===== src/design/ps2_kbd_pkg.sv =====
package ps2_kbd_pkg;

    // Raw byte from the keyboard, make code or prefix
    typedef logic [7:0] scan_code_t;

    typedef logic [7:0] ascii_t;

    // Active low, bit 6 is segment a and bit 0 is segment g
    typedef logic [6:0] seg7_t;

    // Distinct key presses, 0 to 99
    typedef logic [6:0] press_cnt_t;

    localparam scan_code_t BREAK_PREFIX = 8'hF0;
    localparam scan_code_t EXT_PREFIX   = 8'hE0;
    localparam press_cnt_t PRESS_MAX    = 7'd99;

    // idle_st   no key held
    // held_st   a make code is held
    // break_st  F0 seen, next byte is the released key
    typedef enum logic [1:0] {
        idle_st,
        held_st,
        break_st
    } ctrl_state_t;

endpackage


===== src/design/scan_fifo_if.sv =====
interface scan_fifo_if
    import ps2_kbd_pkg::*;
#(
    parameter int FIFO_DEPTH = 8
);

    // Read and write pointers carry one wrap bit above the address
    localparam int PTR_W = $clog2(FIFO_DEPTH) + 1;

    logic       push;
    scan_code_t wdata;
    logic       pop;
    scan_code_t rdata;
    logic       empty;
    logic       full;

    if (FIFO_DEPTH != (1 << (PTR_W - 1))) begin : g_depth_check
        $error("scan_fifo_if: FIFO_DEPTH must be a power of two");
    end

    modport ctrl (output push, wdata, pop, input empty);
    modport fifo (input push, wdata, pop, output rdata, empty, full);

endinterface


===== src/design/ps2_frame_rx.sv =====
module ps2_frame_rx
    import ps2_kbd_pkg::*;
(
    input  logic       clk,
    input  logic       rst_n,
    input  logic       ps2_clk,
    input  logic       ps2_data,
    output scan_code_t code,
    output logic       code_valid,
    output logic       frame_error
);

    logic [2:0] clk_sync;
    logic [2:0] data_sync;
    logic       clk_prev;
    logic       fall;
    logic       data_bit;
    logic       last_bit;
    logic       frame_ok;
    logic [3:0] bit_cnt;

    // Start, eight data bits LSB first, parity
    logic [9:0] frame_bits;

    // Both lines idle high, so the synchronizer resets to ones
    always_ff @(posedge clk) begin
        if (!rst_n) begin
            clk_sync  <= '1;
            data_sync <= '1;
            clk_prev  <= 1'b1;
        end else begin
            clk_sync  <= {clk_sync[1:0], ps2_clk};
            data_sync <= {data_sync[1:0], ps2_data};
            clk_prev  <= clk_sync[2];
        end
    end

    assign fall     = clk_prev & ~clk_sync[2];
    assign data_bit = data_sync[2];
    assign last_bit = (bit_cnt == 4'd10);

    // Stop bit is the live sample on the 11th edge
    assign frame_ok = !frame_bits[0] && (^frame_bits[9:1]) && data_bit;

    always_ff @(posedge clk) begin
        if (!rst_n) begin
            bit_cnt     <= '0;
            code_valid  <= 1'b0;
            frame_error <= 1'b0;
        end else begin
            code_valid <= 1'b0;
            if (fall) begin
                if (last_bit) begin
                    bit_cnt <= '0;
                    if (frame_ok) begin
                        code_valid <= 1'b1;
                    end else begin
                        frame_error <= 1'b1;
                    end
                end else begin
                    bit_cnt <= bit_cnt + 4'd1;
                end
            end
        end
    end

    always_ff @(posedge clk) begin
        if (fall && !last_bit) begin
            frame_bits <= {data_bit, frame_bits[9:1]};
        end
        if (fall && last_bit && frame_ok) begin
            code <= frame_bits[8:1];
        end
    end

    // Frames are at least 11 slow edges apart
    a_single_pulse: assert property (
        @(posedge clk) disable iff (!rst_n)
        code_valid |=> !code_valid
    );

endmodule


===== src/design/scan_fifo.sv =====
module scan_fifo
    import ps2_kbd_pkg::*;
#(
    parameter int FIFO_DEPTH = 8
) (
    input  logic      clk,
    input  logic      rst_n,
    scan_fifo_if.fifo fifo_port,
    output logic      overflow
);

    localparam int AW = $clog2(FIFO_DEPTH);

    scan_code_t    mem [FIFO_DEPTH];
    logic [AW:0]   wr_ptr;
    logic [AW:0]   rd_ptr;
    logic          do_push;
    logic          do_pop;

    assign fifo_port.empty = (wr_ptr == rd_ptr);
    assign fifo_port.full  = (wr_ptr[AW] != rd_ptr[AW]) &&
                             (wr_ptr[AW-1:0] == rd_ptr[AW-1:0]);

    // Show-ahead head
    assign fifo_port.rdata = mem[rd_ptr[AW-1:0]];

    // A pop in the same cycle frees the slot for a push into a full FIFO
    assign do_push = fifo_port.push && (!fifo_port.full || fifo_port.pop);
    assign do_pop  = fifo_port.pop;

    always_ff @(posedge clk) begin
        if (do_push) begin
            mem[wr_ptr[AW-1:0]] <= fifo_port.wdata;
        end
    end

    always_ff @(posedge clk) begin
        if (!rst_n) begin
            wr_ptr   <= '0;
            rd_ptr   <= '0;
            overflow <= 1'b0;
        end else begin
            if (do_push) begin
                wr_ptr <= wr_ptr + 1'b1;
            end
            if (do_pop) begin
                rd_ptr <= rd_ptr + 1'b1;
            end
            if (fifo_port.push && !do_push) begin
                overflow <= 1'b1;
            end
        end
    end

    // Pop is built from ready in the control block
    a_no_pop_empty: assert property (
        @(posedge clk) disable iff (!rst_n)
        fifo_port.pop |-> !fifo_port.empty
    );

endmodule


===== src/design/key_event_ctrl.sv =====
module key_event_ctrl
    import ps2_kbd_pkg::*;
(
    input  logic       clk,
    input  logic       rst_n,
    input  scan_code_t code,
    input  logic       code_valid,
    input  logic       next_n,
    scan_fifo_if.ctrl  fifo_port,
    output logic       ready,
    output press_cnt_t press_count
);

    ctrl_state_t state;
    scan_code_t  held_code;
    logic        is_break;
    logic        is_ext;
    logic        is_make;
    logic        is_repeat;

    assign is_break  = (code == BREAK_PREFIX);
    assign is_ext    = (code == EXT_PREFIX);
    assign is_make   = code_valid && !is_break && !is_ext && (state != break_st);

    // Typematic repeat of the key still held
    assign is_repeat = (state == held_st) && (code == held_code);

    assign fifo_port.push  = is_make;
    assign fifo_port.wdata = code;

    assign ready         = !fifo_port.empty;
    assign fifo_port.pop = ready && !next_n;

    always_ff @(posedge clk) begin
        if (!rst_n) begin
            state       <= idle_st;
            press_count <= '0;
        end else if (code_valid && !is_ext) begin
            if (is_break) begin
                state <= break_st;
            end else if (state == break_st) begin
                // Released key, dropped
                state <= idle_st;
            end else begin
                state <= held_st;
                if (!is_repeat && press_count != PRESS_MAX) begin
                    press_count <= press_count + 7'd1;
                end
            end
        end
    end

    always_ff @(posedge clk) begin
        if (is_make) begin
            held_code <= code;
        end
    end

    a_count_range: assert property (
        @(posedge clk) disable iff (!rst_n)
        press_count <= PRESS_MAX
    );

endmodule


===== src/design/scan_to_ascii.sv =====
module scan_to_ascii
    import ps2_kbd_pkg::*;
(
    input  scan_code_t code,
    output ascii_t     ascii
);

    // Scan set 2, unshifted
    always_comb begin
        case (code)
            8'h1C:   ascii = "a";
            8'h32:   ascii = "b";
            8'h21:   ascii = "c";
            8'h23:   ascii = "d";
            8'h24:   ascii = "e";
            8'h2B:   ascii = "f";
            8'h34:   ascii = "g";
            8'h33:   ascii = "h";
            8'h43:   ascii = "i";
            8'h3B:   ascii = "j";
            8'h42:   ascii = "k";
            8'h4B:   ascii = "l";
            8'h3A:   ascii = "m";
            8'h31:   ascii = "n";
            8'h44:   ascii = "o";
            8'h4D:   ascii = "p";
            8'h15:   ascii = "q";
            8'h2D:   ascii = "r";
            8'h1B:   ascii = "s";
            8'h2C:   ascii = "t";
            8'h3C:   ascii = "u";
            8'h2A:   ascii = "v";
            8'h1D:   ascii = "w";
            8'h22:   ascii = "x";
            8'h35:   ascii = "y";
            8'h1A:   ascii = "z";
            // Top row digits
            8'h45:   ascii = "0";
            8'h16:   ascii = "1";
            8'h1E:   ascii = "2";
            8'h26:   ascii = "3";
            8'h25:   ascii = "4";
            8'h2E:   ascii = "5";
            8'h36:   ascii = "6";
            8'h3D:   ascii = "7";
            8'h3E:   ascii = "8";
            8'h46:   ascii = "9";
            8'h29:   ascii = " ";
            // Enter gives carriage return
            8'h5A:   ascii = 8'h0D;
            default: ascii = 8'h00;
        endcase
    end

endmodule


===== src/design/seg7_display.sv =====
module seg7_display
    import ps2_kbd_pkg::*;
(
    input  scan_code_t key_code,
    input  ascii_t     key_ascii,
    input  logic       blank,
    input  press_cnt_t press_count,
    output seg7_t      seg0,
    output seg7_t      seg1,
    output seg7_t      seg2,
    output seg7_t      seg3,
    output seg7_t      seg4,
    output seg7_t      seg5
);

    press_cnt_t tens;
    press_cnt_t units;

    // Order a..g, low lights the segment
    function automatic seg7_t hex_to_seg(input logic [3:0] nib);
        case (nib)
            4'h0:    return 7'b0000001;
            4'h1:    return 7'b1001111;
            4'h2:    return 7'b0010010;
            4'h3:    return 7'b0000110;
            4'h4:    return 7'b1001100;
            4'h5:    return 7'b0100100;
            4'h6:    return 7'b0100000;
            4'h7:    return 7'b0001111;
            4'h8:    return 7'b0000000;
            4'h9:    return 7'b0000100;
            4'hA:    return 7'b0001000;
            4'hB:    return 7'b1100000;
            4'hC:    return 7'b0110001;
            4'hD:    return 7'b1000010;
            4'hE:    return 7'b0110000;
            default: return 7'b0111000;
        endcase
    endfunction

    assign seg0 = blank ? '1 : hex_to_seg(key_code[3:0]);
    assign seg1 = blank ? '1 : hex_to_seg(key_code[7:4]);
    assign seg2 = blank ? '1 : hex_to_seg(key_ascii[3:0]);
    assign seg3 = blank ? '1 : hex_to_seg(key_ascii[7:4]);

    // Count is at most 99, so both digits fit in a nibble
    assign tens  = press_count / 7'd10;
    assign units = press_count % 7'd10;

    assign seg4 = hex_to_seg(units[3:0]);
    assign seg5 = hex_to_seg(tens[3:0]);

endmodule


===== src/design/ps2_kbd_top.sv =====
module ps2_kbd_top
    import ps2_kbd_pkg::*;
#(
    parameter int FIFO_DEPTH = 8
) (
    input  logic       clk,
    input  logic       rst_n,
    input  logic       ps2_clk,
    input  logic       ps2_data,
    input  logic       next_n,
    output scan_code_t key_code,
    output ascii_t     key_ascii,
    output logic       ready,
    output logic       overflow,
    output logic       frame_error,
    output press_cnt_t press_count,
    output seg7_t      seg0,
    output seg7_t      seg1,
    output seg7_t      seg2,
    output seg7_t      seg3,
    output seg7_t      seg4,
    output seg7_t      seg5
);

    scan_code_t rx_code;
    logic       rx_valid;

    scan_fifo_if #(.FIFO_DEPTH(FIFO_DEPTH)) fifo_if ();

    ps2_frame_rx u_frame_rx (
        .clk         (clk),
        .rst_n       (rst_n),
        .ps2_clk     (ps2_clk),
        .ps2_data    (ps2_data),
        .code        (rx_code),
        .code_valid  (rx_valid),
        .frame_error (frame_error)
    );

    key_event_ctrl u_ctrl (
        .clk         (clk),
        .rst_n       (rst_n),
        .code        (rx_code),
        .code_valid  (rx_valid),
        .next_n      (next_n),
        .fifo_port   (fifo_if.ctrl),
        .ready       (ready),
        .press_count (press_count)
    );

    scan_fifo #(.FIFO_DEPTH(FIFO_DEPTH)) u_fifo (
        .clk       (clk),
        .rst_n     (rst_n),
        .fifo_port (fifo_if.fifo),
        .overflow  (overflow)
    );

    assign key_code = fifo_if.rdata;

    scan_to_ascii u_ascii (
        .code  (key_code),
        .ascii (key_ascii)
    );

    seg7_display u_display (
        .key_code    (key_code),
        .key_ascii   (key_ascii),
        .blank       (~ready),
        .press_count (press_count),
        .seg0        (seg0),
        .seg1        (seg1),
        .seg2        (seg2),
        .seg3        (seg3),
        .seg4        (seg4),
        .seg5        (seg5)
    );

endmodule


===== config.mk =====
export PLATFORM = sky130hd
export DESIGN_NAME = ps2_kbd_top
export DESIGN_NICKNAME = d
export VERILOG_FILES = /design/src/design/ps2_kbd_pkg.sv /design/src/design/scan_fifo_if.sv /design/src/design/ps2_frame_rx.sv /design/src/design/scan_fifo.sv /design/src/design/key_event_ctrl.sv /design/src/design/scan_to_ascii.sv /design/src/design/seg7_display.sv /design/src/design/ps2_kbd_top.sv
export SDC_FILE = /design/constraint.sdc
export NUM_CORES = 1
export LEC_CHECK = 0
export ABC_AREA = 1
export BUFFER_PORTS_ARGS = -buffer_cell sky130_fd_sc_hd__clkbuf_2
export CAP_MARGIN = 0
export CORE_ASPECT_RATIO = 2
export CORE_MARGIN = 2
export CORE_UTILIZATION = 43
export CTS_BUF_LIST = sky130_fd_sc_hd__clkbuf_4 sky130_fd_sc_hd__clkbuf_8 sky130_fd_sc_hd__clkbuf_16
export DETAILED_ROUTE_END_ITERATION = 7
export PLACE_DENSITY = 0.73
export SETUP_SLACK_MARGIN = 0.2
export SYNTH_ARGS = -nofsm -noshare
export SYNTH_HDL_FRONTEND = slang
export SYNTH_HIERARCHICAL = 1
export SYNTH_SLANG_ARGS = --single-unit

===== constraint.sdc =====
create_clock -name clk -period 6.3 [get_ports clk]
set_clock_uncertainty 0.1 [all_clocks]
set_input_delay 0.315 -clock clk [delete_from_list [all_inputs] [get_ports clk]]
set_output_delay 0.315 -clock clk [all_outputs]
set_load 0.01 [all_outputs]

# ---- Word level (Yosys, flattened, before mapping)
# Memory sizes are Yosys's and may differ from the RTL's. A register that Yosys moved wholly into a read port is not among the register bits.
# Index checks and enable logic that the tools add are counted.
# Widths: inputs -> output; s select.
dict set report classes {
  n_eq_ne 11
  bitwise 5
  mul 0
  n_mux 13
  n_reduce_logical 29
  n_shift 0
  div_mod_pow 2
  n_addsub 4
  order_cmp 0
}
# op n
set op_table {}
lappend op_table {{$mux 7} 4}
lappend op_table {{$eq 8x8->1 const B} 2}
lappend op_table {{$logic_and 1x1->1} 15}
lappend op_table {{$add 4x1->4 const B} 3}
lappend op_table {{$logic_not 1->1} 9}
lappend op_table {{$reduce_xor 9->1} 1}
lappend op_table {{$eq 8x8->1} 1}
lappend op_table {{$mux 8} 1}
lappend op_table {{$add 7x1->7 const B} 1}
lappend op_table {{$div 7x4->7 const B} 1}
lappend op_table {{$mod 7x4->7 const B} 1}
lappend op_table {{$ne 7x7->1 const B} 1}
lappend op_table {{$mux 3} 2}
lappend op_table {{$reduce_and 3->1} 2}
lappend op_table {{$eq 4x4->1} 1}
lappend op_table {{$eq 4x4->1 const B} 1}
lappend op_table {{$mux 1} 4}
lappend op_table {{$mux 4} 1}
lappend op_table {{$not 1->1} 4}
lappend op_table {{$reduce_and 4->1} 1}
lappend op_table {{$eq 3x3->1} 1}
lappend op_table {{$eq 2x1->1 const B} 1}
lappend op_table {{$eq 2x2->1 const B} 1}
lappend op_table {{$mux 2} 1}
lappend op_table {{4 further kinds} 4}
dict set report totals {
  wordCells 86
  inputBits 5
  out_inout_bits 68
  reg_bits 57
  ram_bits 64
  latchBits 0
  rom_bits 1568
  n_memories 8
}
# name depth word_bits rd rd_ports_with_merged_regs write_ports line
set memory_table {}
lappend memory_table {{(name not given)} 128 7 1 0 0 scan_to_ascii.sv:10} ;# case (code)
lappend memory_table {{(name not given)} 16 7 1 0 0 seg7_display.sv:21} ;# case (nib)
lappend memory_table {{(name not given)} 16 7 1 0 0 seg7_display.sv:21}
lappend memory_table {{(name not given)} 16 7 1 0 0 seg7_display.sv:21}
lappend memory_table {{(name not given)} 16 7 1 0 0 seg7_display.sv:21}
lappend memory_table {{(name not given)} 16 7 1 0 0 seg7_display.sv:21}
lappend memory_table {{2 more memories} n/a n/a n/a n/a n/a n/a}

# ---- Longest topological paths before layout
# Gate-level depths: netlist (run 1).
dict set report depth {
  ltp_word 8
  mapped_depth 25
  ltp_nobuf 25
}

# ---- Cells and area by module
# The synthesis (run 1) kept the hierarchy.
# mod seq_area_each_um2 cells_each area_per_inst_um2 instances
set by_module_without_submodules {}
lappend by_module_without_submodules {scan_fifo 2162.1 274 3080.5 1}
lappend by_module_without_submodules {seg7_display 0.0 305 1804.2 1}
lappend by_module_without_submodules {ps2_frame_rx 800.8 104 1153.6 1}
lappend by_module_without_submodules {key_event_ctrl 420.4 133 1021.0 1}
lappend by_module_without_submodules {scan_to_ascii 0.0 155 750.7 1}
lappend by_module_without_submodules {ps2_kbd_top 0.0 1 3.8 1}

# ---- Least setup slack after synthesis (run 1)
# Ideal clock, no wire load.
dict set report synth_timing {
  path_kind {reg-to-output}
  startpoint {register (tool-made name)}
  endpoint {output seg2[5]}
  path_buffers 1
  arrival_time_ns 3.896
  required_time_ns 5.885
  stages_incl_launch_ff 19
  path_slack_ns 1.989
  cell_sequence {dfxtp_1 inv_1 buf_2 nor2_1 o21ai_0 a21oi_1 a31oi_1 inv_1 ha_1 a21oi_1 o21ai_0 nand3_1 nand2_1 nand2_1 nor2_1 inv_1 ha_1 inv_1 o311ai_0}
}
# element line
set synth_rtl {}
lappend synth_rtl {{to (decl)} ps2_kbd_top.sv:19} ;# output seg7_t seg2,

==> results of run 1 <==
## flip-flops by register name, indices dropped and copies added, names as in the netlist, named ones only
register / flops
u_ctrl/held_code: 8
u_ctrl/press_count: 7
u_ctrl/state: 2
u_fifo/mem: 64
u_fifo/overflow: 1
u_fifo/rd_ptr: 4
u_fifo/wr_ptr: 4
u_frame_rx/bit_cnt: 4
u_frame_rx/clk_prev: 1
u_frame_rx/clk_sync: 3
u_frame_rx/code: 8
u_frame_rx/code_valid: 1
u_frame_rx/data_sync: 3
u_frame_rx/frame_bits: 10
u_frame_rx/frame_error: 1
## cells in the final DEF (no fill, tap or decap), drive strengths merged
cell / synthesis / final
o311ai: 4 / 4
xnor2: 3 / 3
edfxtp: 90 / 90
nand2: 255 / 255
o2111ai: 1 / 1
clkinv: 1 / 8
ha: 43 / 43
a21boi: 1 / 1
a21oi: 53 / 53
or2: 8 / 8
o31ai: 7 / 7
clkinvlp: 0 / 3
inv: 124 / 126
nand4: 11 / 11
dfxtp: 34 / 34
buf: 21 / 9
conb: 1 / 1
nor3: 4 / 4
a31oi: 10 / 10
nor2: 102 / 102
o211ai: 14 / 14
bufinv: 0 / 2
dlygate4sd3: 0 / 2
o21ai: 80 / 80
nand3: 79 / 79
nand3b: 1 / 1
a22oi: 1 / 1
xor2: 10 / 10
nor3b: 3 / 3
clkbuf: 11 / 89
## worst paths after layout
path              slack [ns]                      to              startpoint  cells past startpoint
setup reg to reg        3.20        u_fifo/mem[2][5]      u_frame_rx/code[2]                      8
hold / removal          0.12        u_fifo/rd_ptr[2]                  next_n                      4
setup / recovery        1.01                 seg2[5]                    flop                     19
hold reg to reg         0.31  u_frame_rx/clk_sync[2]  u_frame_rx/clk_sync[1]                      1
## area by class of cell
cell class | count | area (µm²)
clock inverters | 14 | 146
clock buffers | 18 | 433
flip-flops and latches | 124 | 3380
multi-input cells | 691 | 3790
repair buffers | 82 | 443
inverters | 125 | 469
fillers | 1724 | 8850
well taps | 213 | 267
## worst max-delay path, cell delays in order (launching register included)
cell	delay, ns
dfxtp_1	0.41
inv_1	0.50
nor2_1	0.07
o21ai_0	0.17
a21oi_1	0.06
a31oi_1	0.68
inv_1	0.29
ha_1	0.41
or2_2	0.12
nand2_1	0.04
nand2_1	0.05
nand2_1	0.05
nand2_1	0.06
nand3_1	0.08
a21oi_1	0.43
inv_1	0.19
ha_1	0.32
inv_1	0.05
o311ai_0	0.29
clkbuf_2	0.20
## power groups by stage
stage / Clock (mW) / Combinational (mW) / Sequential [mW]
after global routing: 0.989 / 0.604 / 0.879
after detailed placement: 0 / 0.532 / 0.895
after CTS: 0.950 / 0.535 / 0.878
final: 0.937 / 0.544 / 0.878
after floorplan: 0 / 0.376 / 0.891
after global placement: 0 / 0.531 / 0.894
## per-layer routing
layer	wire length, µm	global-route usage [%]
met3	534	2.84
met4	823	10.0
met5	0	0
met1	6720	18.5
met2	10900	39.1
## cells by family (layout without fill, tap and decap cells)
group / after synthesis / in the layout / synth area share (%)
and+or+nand+nor: 463 / 463 / 27.2
DFF: 124 / 124 / 43.3
other: 1 / 1 / 0.0480
xor gates and xnor gates: 13 / 13 / 1.79
AOI/OAI and AO/OA: 171 / 171 / 12.5
adders and majority gates: 43 / 43 / 6.89
buffers and inverters: 157 / 239 / 8.28
## per-stage QoR
stage	worst slack (ns)	power, mW	instance area [µm²]
3_5_place_dp	1.41	1.43	8330
5_1_grt	0.414	2.47	8930
2_1_floorplan	1.99	1.27	7810
6_report	1.01	2.36	8930
3_3_place_gp	1.63	1.43	8330
4_1_cts	0.980	2.36	8930
==> impl_metrics.toml, run 1 <==
[placed_design]
routabilityCongestion = 0.994
place_inst = 1233
placement.io_buffers = 71
hpwl_um = 14100

[power_and_ir_drop]
p_leak_nw = 3.90
ir_worst_vdd_v = 0.000251
p_seq_share_pct = 37.2
swShare_pct = 31.0
p_per_area_nw_per_um2 = 264
internal_power_mw = 1.63
p_clk_share_pct = 39.7
switching_power_mw = 0.730
p_comb_share_pct = 23.1

[setup_path]
crit_fanout = 21
cp.required_ns = 5.88
cp.arrival_ns = 4.88
critPathKind = "flop to primary output"
critPathLaunchType = "flop"
critPathCaptureType = "primary output"

[floorplan]
num_io_pins = 73
start_util_pct = 43.9
core-area_um2 = 17800
die_width_um = 99.3
num_rows = 69
fp.dieH_um = 195
die_area_um2 = 19300

[finish]
diodes = 0
post-route-util_pct = 50.2
drive_gt1_share_pct = 17.6
areaGrowthSynthToFinish_pct = 14.3
fin_cells = 1267
final_net_count = 1089

[clock_tree]
post-cts-setup-buffer-count = 0
numClockSinks = 124
root_buffer = "clkbuf_16"
clkTransAtPathRegs_ns = 0.06
post_cts_resized = 0
cts_inserted_buffers = 17
cts_tree = "built"
hold_buffers = 2
cts_buffer_depth = 2
worstSkewPairLatency_ns = 0.41
htree_levels = 4

[timing]
max_freq_ghz = 0.189
fin_crit_ns = 5.29
drv_slew = 0
tightest_slew_ns = 0.961
rsz0062_at_grt = "no"
finalSetupTns_ns = 0
slew_headroom_pct = 35.7
fin_hold_ws_ns = 0.124
finalSetupViolations = 0
fin_crit_sh_pct = 84.0
hold_viol = 0

[global_route]
grt_max_degree = 30
gr-usage-all-layers_pct = 19.6
grt_pass1_vias = 6337
grt_pass1_wl_um = 30400
grt_overflow = 0
antenna_found_initial = 0

[routing]
first_iter_violations = 327
first_pass_iters = 5
antenna_left = 0
drc_errors = 0
drt-vias-per-instance = 5.28
num_vias = 6689
drt-total-wl_um = 19000
wl_per_cell_um = 15.0

[job]
maxCapViolations = 0

[logic_synthesis]
synth_top_area_share_pct = 34.6
synthMostInstantiatedCell = "nand2_1"
ys_ff_latch = 124
synth_fp_nets = 1020
synth.distinct_cells = 48
ys_warn_count = 6
ys_top_cells_by_count = "nand2_1, inv_1, edfxtp_1"
synthFlopType = "edfxtp_1"
synth_area_leaders = "edfxtp_1, nand2_1, dfxtp_1, ha_1, inv_1"
synthCells = 972
avgSynthCellArea_um2 = 8.04
yosysTopAreaCell = "edfxtp_1"
synth_area_um2 = 7810
synth_edf_count = 90
async_flop_share_pct = 0
ys_seq_area_share_pct = 43.3

[hold_path]
hold_class = "input port to flop"

[outcome]
status = "finished clean"
No activity file was read; power rests on OpenSTA's default activity.
==> run 2: changes to the inputs <==
ABC_AREA = 0   (was 1)
PLACE_DENSITY = 0.75   (was 0.73)
clock period = 4.72 ns   (was 6.3 ns; I/O delays follow)
==> run 2 against run 1 <==
  * Count of clock-buffer cells in the layout unchanged
  * First-iteration DRC count rose by 8.0%
  * Largest cell class unchanged
  * Register-to-register slack got worse by 1.4 ns
  * Combinational power down 95%
  * Die area up 4.6%
  * Clock power increased by 42%
  * Synthesized area grew 4.7%
==> impl_metrics.toml, run 2 <==
[outcome]
status = "finished clean"

[power_and_ir_drop]
total_power_mw = 2.51
p_leak_nw = 3.56
internal_power_mw = 2.02
p_seq_share_pct = 46.2
ir_worst_vdd_v = 0.000257
p_comb_share_pct = 1.0
switching_power_mw = 0.498
p_clk_share_pct = 52.8
swShare_pct = 19.8
p_per_area_nw_per_um2 = 264

[global_route]
gr-usage-all-layers_pct = 17.8
grt_max_degree = 41
grt_overflow = 0
grt_pass1_wl_um = 28500
grt_pass1_vias = 6006
antenna_found_initial = 0

[setup_path]
critPathCaptureType = "primary output"
crit_buf_inv = 3
critPathLaunchType = "flop"
path_cells = "mux4_1, mux2_4, ha_1, mux2_2, o32ai_1, o211ai_1, o21ai_1, inv_1, ha_1, inv_1, mux4_2, or2_2, clkbuf_2"
cpPeakStageDelay_ns = 0.57
critPathKind = "flop to primary output"
cp_slowest_cell = "mux4_1"
crit_fanout = 9
crit_family = "multiplexers"
cp.arrival_ns = 4.04
cp.required_ns = 4.38

[finish]
drive_gt1_share_pct = 25.1
regArea_um2 = 3390
multi_input_area_um2 = 4430
final_net_count = 865
final_common_cell = "edfxtp_1"
largest_register_ffs = 64
areaGrowthSynthToFinish_pct = 16.4
fillers = 1666
diodes = 0
final_cell_mix = "edfxtp_1, clkbuf_2, nand2_1"

[logic_synthesis]
synth_edf_count = 90
yosysTopAreaCell = "edfxtp_1"
avgSynthCellArea_um2 = 10.9
synth_area_leaders = "edfxtp_1, dfxtp_1, ha_1, mux4_1, mux2i_1"
ys_ff_latch = 124
synth_area_um2 = 8180
synthCells = 748
ys_top_cells_by_count = "edfxtp_1, nand2_1, ha_1"
synth_top_area_share_pct = 33.0
synthMostInstantiatedCell = "edfxtp_1"
ys_seq_area_share_pct = 41.3
synth.distinct_cells = 92
async_flop_share_pct = 0
synthFlopType = "edfxtp_1"
ys_warn_count = 6
synth_fp_nets = 796

[clock_tree]
root_buffer = "clkbuf_16"
numClockSinks = 124
cts_tree = "built"
htree_levels = 4
worstSkewPairLatency_ns = 0.41
cts_buffer_depth = 2
cts_inserted_buffers = 17
post-cts-setup-buffer-count = 0
clkTransAtPathRegs_ns = 0.06

[routing]
wl_per_cell_um = 16.5
drt-total-wl_um = 17900
drt-vias-per-instance = 5.57
num_vias = 6040
drc_errors = 0
antenna_left = 0
first_pass_iters = 5
first_iter_violations = 353

[job]
maxCapViolations = 0

[timing]
finalSetupViolations = 0
slew_headroom_pct = 16.2
drv_slew = 0
fin_crit_sh_pct = 92.6
fin_hold_ws_ns = 0.267
tightest_slew_ns = 1.24
hold_viol = 0
rsz0062_at_grt = "yes"
max_freq_ghz = 0.229
fin_crit_ns = 4.37
finalSetupTns_ns = 0

[placed_design]
hpwl_um = 13600
routabilityCongestion = 0.938
placement.io_buffers = 71

[floorplan]
die_width_um = 102
die_area_um2 = 20200
num_rows = 71
fp.dieH_um = 199
start_util_pct = 43.7
num_io_pins = 73
core-area_um2 = 18700

[hold_path]
hold_class = "input port to flop"
## run 2: cell count changes in the layout (fill, tap and decap cells not counted), moves of 28 or more
cell	delta
a21oi_1	-28
inv_1	-74
nand2_1	-174
nand2b_1	+33
nand3_1	-61
nor2_1	-57
o21ai_0	-49
## run 2: worst register-to-register path, cell delays in order (launching register included)
cell	delay, ns
dfxtp_1	0.54
xnor2_1	0.16
nand3_1	0.09
nor2_1	0.06
nor2_1	0.59
o211ai_1	0.26
nor2_1	0.75
## run 2: power groups by stage
stage          Clock (mW)  Sequential [mW]  Combinational (mW)
2_1_floorplan           0             1.18              0.0197
3_3_place_gp            0             1.18              0.0237
3_5_place_dp            0             1.19              0.0243
4_1_cts              1.35             1.16              0.0256
5_1_grt              1.40             1.16              0.0282
6_report             1.33             1.16              0.0256
## run 2: kinds of logic after synthesis
logic type	synth area share (%)
flip-flops	41.3
other	0.0458
multiplexers	12.3
adder cells (fa/ha/maj)	6.70
XOR/XNOR	3.46
buffers and inverters	5.89
AND/OR/NAND/NOR	15.6
AO/OA/AOI/OAI	14.7
## run 2: worst paths after layout
check,from,end,slack (ns),depth (start not counted)
worst max-delay path,flop,seg3[3],0.35,13
worst min-delay path,next_n,u_fifo/rd_ptr[1],0.27,4
worst max register to register,u_fifo/wr_ptr[2],u_fifo/mem[6][7],1.78,6
worst min register to register,u_frame_rx/data_sync[1],u_frame_rx/data_sync[2],0.31,1
## run 2: layer usage
layer	up-vias	share of wire [%]	global-route usage [%]
met2	154	59	36.5
li1	2933	-	-
met5	-	0	0
met4	0	3.7	8.76
met1	2913	35	15.7
met3	40	2.8	2.66
## run 2: layout make-up
class | count | share of cell area, %
inverter | 41 | 1.64
clock inverter | 14 | 1.93
clock buffer | 18 | 4.54
tap | 255 | 3.35
multi-input combinational | 529 | 46.5
timing repair buffer | 104 | 6.46
sequential | 124 | 35.6
## run 2: through the flow
| step | setup slack, ns | cells | util (%) | instance area [µm²] |
|---|---|---|---|---|
| 3_3_place_gp | 0.400 | 1051 | 46.8 | 8770 |
| 2_1_floorplan | 0.209 | 748 | - | 8190 |
| 4_1_cts | 0.241 | 1085 | 50.4 | 9440 |
| 3_5_place_dp | 0.328 | 1051 | 46.8 | 8770 |
| 6_report | 0.347 | 1085 | 50.8 | 9530 |
| 5_1_grt | 0.189 | 1085 | 50.8 | 9530 |
## run 2: repair_timing
item	in CTS	in global routing
pin swaps	0	4
endpoints found under the setup margin	4	6
hold buffers	2	0
gates resized for setup	9	22
endpoints found under the hold margin	2	0
==> run 3: changes to the inputs <==
CTS_BUF_LIST = not set   (was sky130_fd_sc_hd__clkbuf_4 sky130_fd_sc_hd__clkbuf_8 sky130_fd_sc_hd__clkbuf_16)
GPL_TIMING_DRIVEN = 0   (was not set)
PLACE_DENSITY = 0.73   (was 0.75)
clock period = 4.5 ns   (was 4.72 ns; I/O delays follow)
==> run 3 against run 2 <==
  * The flow now finishes with violations (negative setup slack)
  * Largest cell class unchanged
  * Sequential power rose by 5%
  * Clock power rose by 9.8%
  * Flip-flop and latch count did not move
  * Worst hold slack got worse by 0.18 ns
  * Critical path depth rose by 4
  * Die area did not move
==> impl_metrics.toml, run 3 (synthesis results as in run 2) <==
[timing]
finalSetupViolations = 4
max_freq_ghz = 0.215
fin_crit_sh_pct = 103
slew_headroom_pct = 30.0
setup_ws_ns = -0.151
tightest_slew_ns = 1.05
fin_crit_ns = 4.65
finalSetupTns_ns = -0.315
hold_viol = 0
rsz0062_at_grt = "yes"
drv_slew = 0

[global_route]
gr-usage-all-layers_pct = 20.3
grt_overflow = 0
grt_pass1_vias = 6454
grt_max_degree = 17
grt_pass1_wl_um = 32200
antenna_found_initial = 0

[placed_design]
hpwl_um = 13700
routabilityCongestion = 0.944
placement.io_buffers = 71
place_inst = 1076
place_ws_ns = -0.689

[setup_path]
cpPeakStageDelay_ns = 0.50
cp.required_ns = 4.18
critPathKind = "flop to primary output"
path_cells = "buf_6, buf_12, mux4_2, mux2_4, buf_6, inv_8, buf_4, ha_4, nand3b_1, a2bb2oi_2, o31ai_4, inv_2, ha_4, inv_2, mux4_2, or2_4, buf_6"
cp.arrival_ns = 4.33
crit_buf_inv = 8
crit_family = "multiplexers"
cp_slowest_cell = "mux4_2"
crit_top_cell = "buf_6"
critPathCaptureType = "primary output"
crit_fanout = 5
critPathLaunchType = "flop"
timing.rr.start = "u_fifo/wr_ptr[2]"

[routing]
first_iter_violations = 295
first_pass_iters = 7
antenna_left = 0
num_vias = 6520
drt-vias-per-instance = 5.67
wl_per_cell_um = 18.2
drc_errors = 0
drt-total-wl_um = 20900

[clock_tree]
htree_levels = 4
clkTransAtPathRegs_ns = 0.05
cts_buffer_depth = 2
root_buffer = "clkbuf_16"
cts_inserted_buffers = 17
worstSkewPairLatency_ns = 0.41
numClockSinks = 124
cts_tree = "built"

[floorplan]
num_io_pins = 73
fp.dieH_um = 199
start_util_pct = 43.7
num_rows = 71
core-area_um2 = 18700
die_width_um = 102
die_area_um2 = 20200

[outcome]
violations = "negative setup slack"
status = "complete, but fails checks"

[finish]
diodes = 0
largest_register_ffs = 64
fin_cells = 1150
drive_gt1_share_pct = 33.4
final_cell_mix = "edfxtp_1, clkbuf_2, nand2_1"
areaGrowthSynthToFinish_pct = 25.1
final_net_count = 930
final_common_cell = "edfxtp_1"

[hold_path]
hold_class = "input port to flop"
holdCritStartpoint = "rst_n"

[power_and_ir_drop]
ir_worst_vdd_v = 0.000361
p_per_area_nw_per_um2 = 265
p_leak_nw = 3.89

[job]
maxCapViolations = 0
==> run 3: changes by cell type in the layout (fill, tap and decap cells not counted), moves of 7 or more <==
cell      change
buf_4        +25
buf_6         +7
clkbuf_1     +10
buf_2        +16
==> run 3: worst register-to-register path: stages (launching register included) <==
cell and delay, ns:
dfxtp_1 0.30, buf_2 0.23, xnor2_1 0.13, nand3_1 0.09, nor2_1 0.06, nor2_1 0.10
clkbuf_1 0.41, o211ai_1 0.25, nor3_1 0.50, buf_2 0.32
==> run 3: through the flow <==
step                hold slack (ns)  util (%)  instance area, µm²  power (mW)
finish                       0.0846      54.6               10200        2.71
detailed placement            0.292      47.5                8890        1.27
floorplan                     0.198         -                8200        1.26
global route                  0.120      54.6               10200        2.78
global placement              0.299      47.4                8880        1.27
CTS                          0.0769      53.2                9970        2.74
==> run 3: timing repair <==
action,4_1_cts,5_1_grt
pin swaps,9,14
hold buffers,2,0
hold endpoints to repair,2,0
resized for setup,62,40
setup buffers,24,14
setup endpoints to repair,22,21
cloned,1,1
==> run 3: final timing paths <==
path | endpoint | slack (ns) | cells after the start
worst max-delay path | seg2[3] | -0.15 | 17
worst min-delay path | u_frame_rx/clk_prev | 0.08 | 2
worst max register to register | u_fifo/mem[4][7] | 1.70 | 9
worst min register to register | u_frame_rx/data_sync[2] | 0.31 | 1
==> run 3: layout make-up <==
| class | count | area [µm²] |
|---|---|---|
| buffer | 54 | 365 |
| fill | 1571 | 8510 |
| multi-input combinational | 529 | 4620 |
| sequential | 124 | 3390 |
| clock buffer | 17 | 425 |
| inverter | 41 | 169 |
| tap | 255 | 319 |
| timing repair buffer | 115 | 733 |
| clock inverter | 15 | 219 |
==> run 3: layer usage <==
metal / vias up / track usage (%) / wire length (µm) / share of wire, %
li1: 3049 / - / - / -
met1: 3203 / 18.9 / 7180 / 34
met2: 201 / 39.9 / 11900 / 57
met3: 67 / 4.06 / 806 / 3.9
met4: 0 / 10.4 / 1000 / 4.8
met5: - / 0 / 0 / 0
==> run 3: power breakdown <==
part / switching, mW / internal [mW] / total (mW)
clock network: 0.480 / 0.981 / 1.46
registers: 0.00350 / 1.22 / 1.22
logic: 0.0162 / 0.0135 / 0.0297
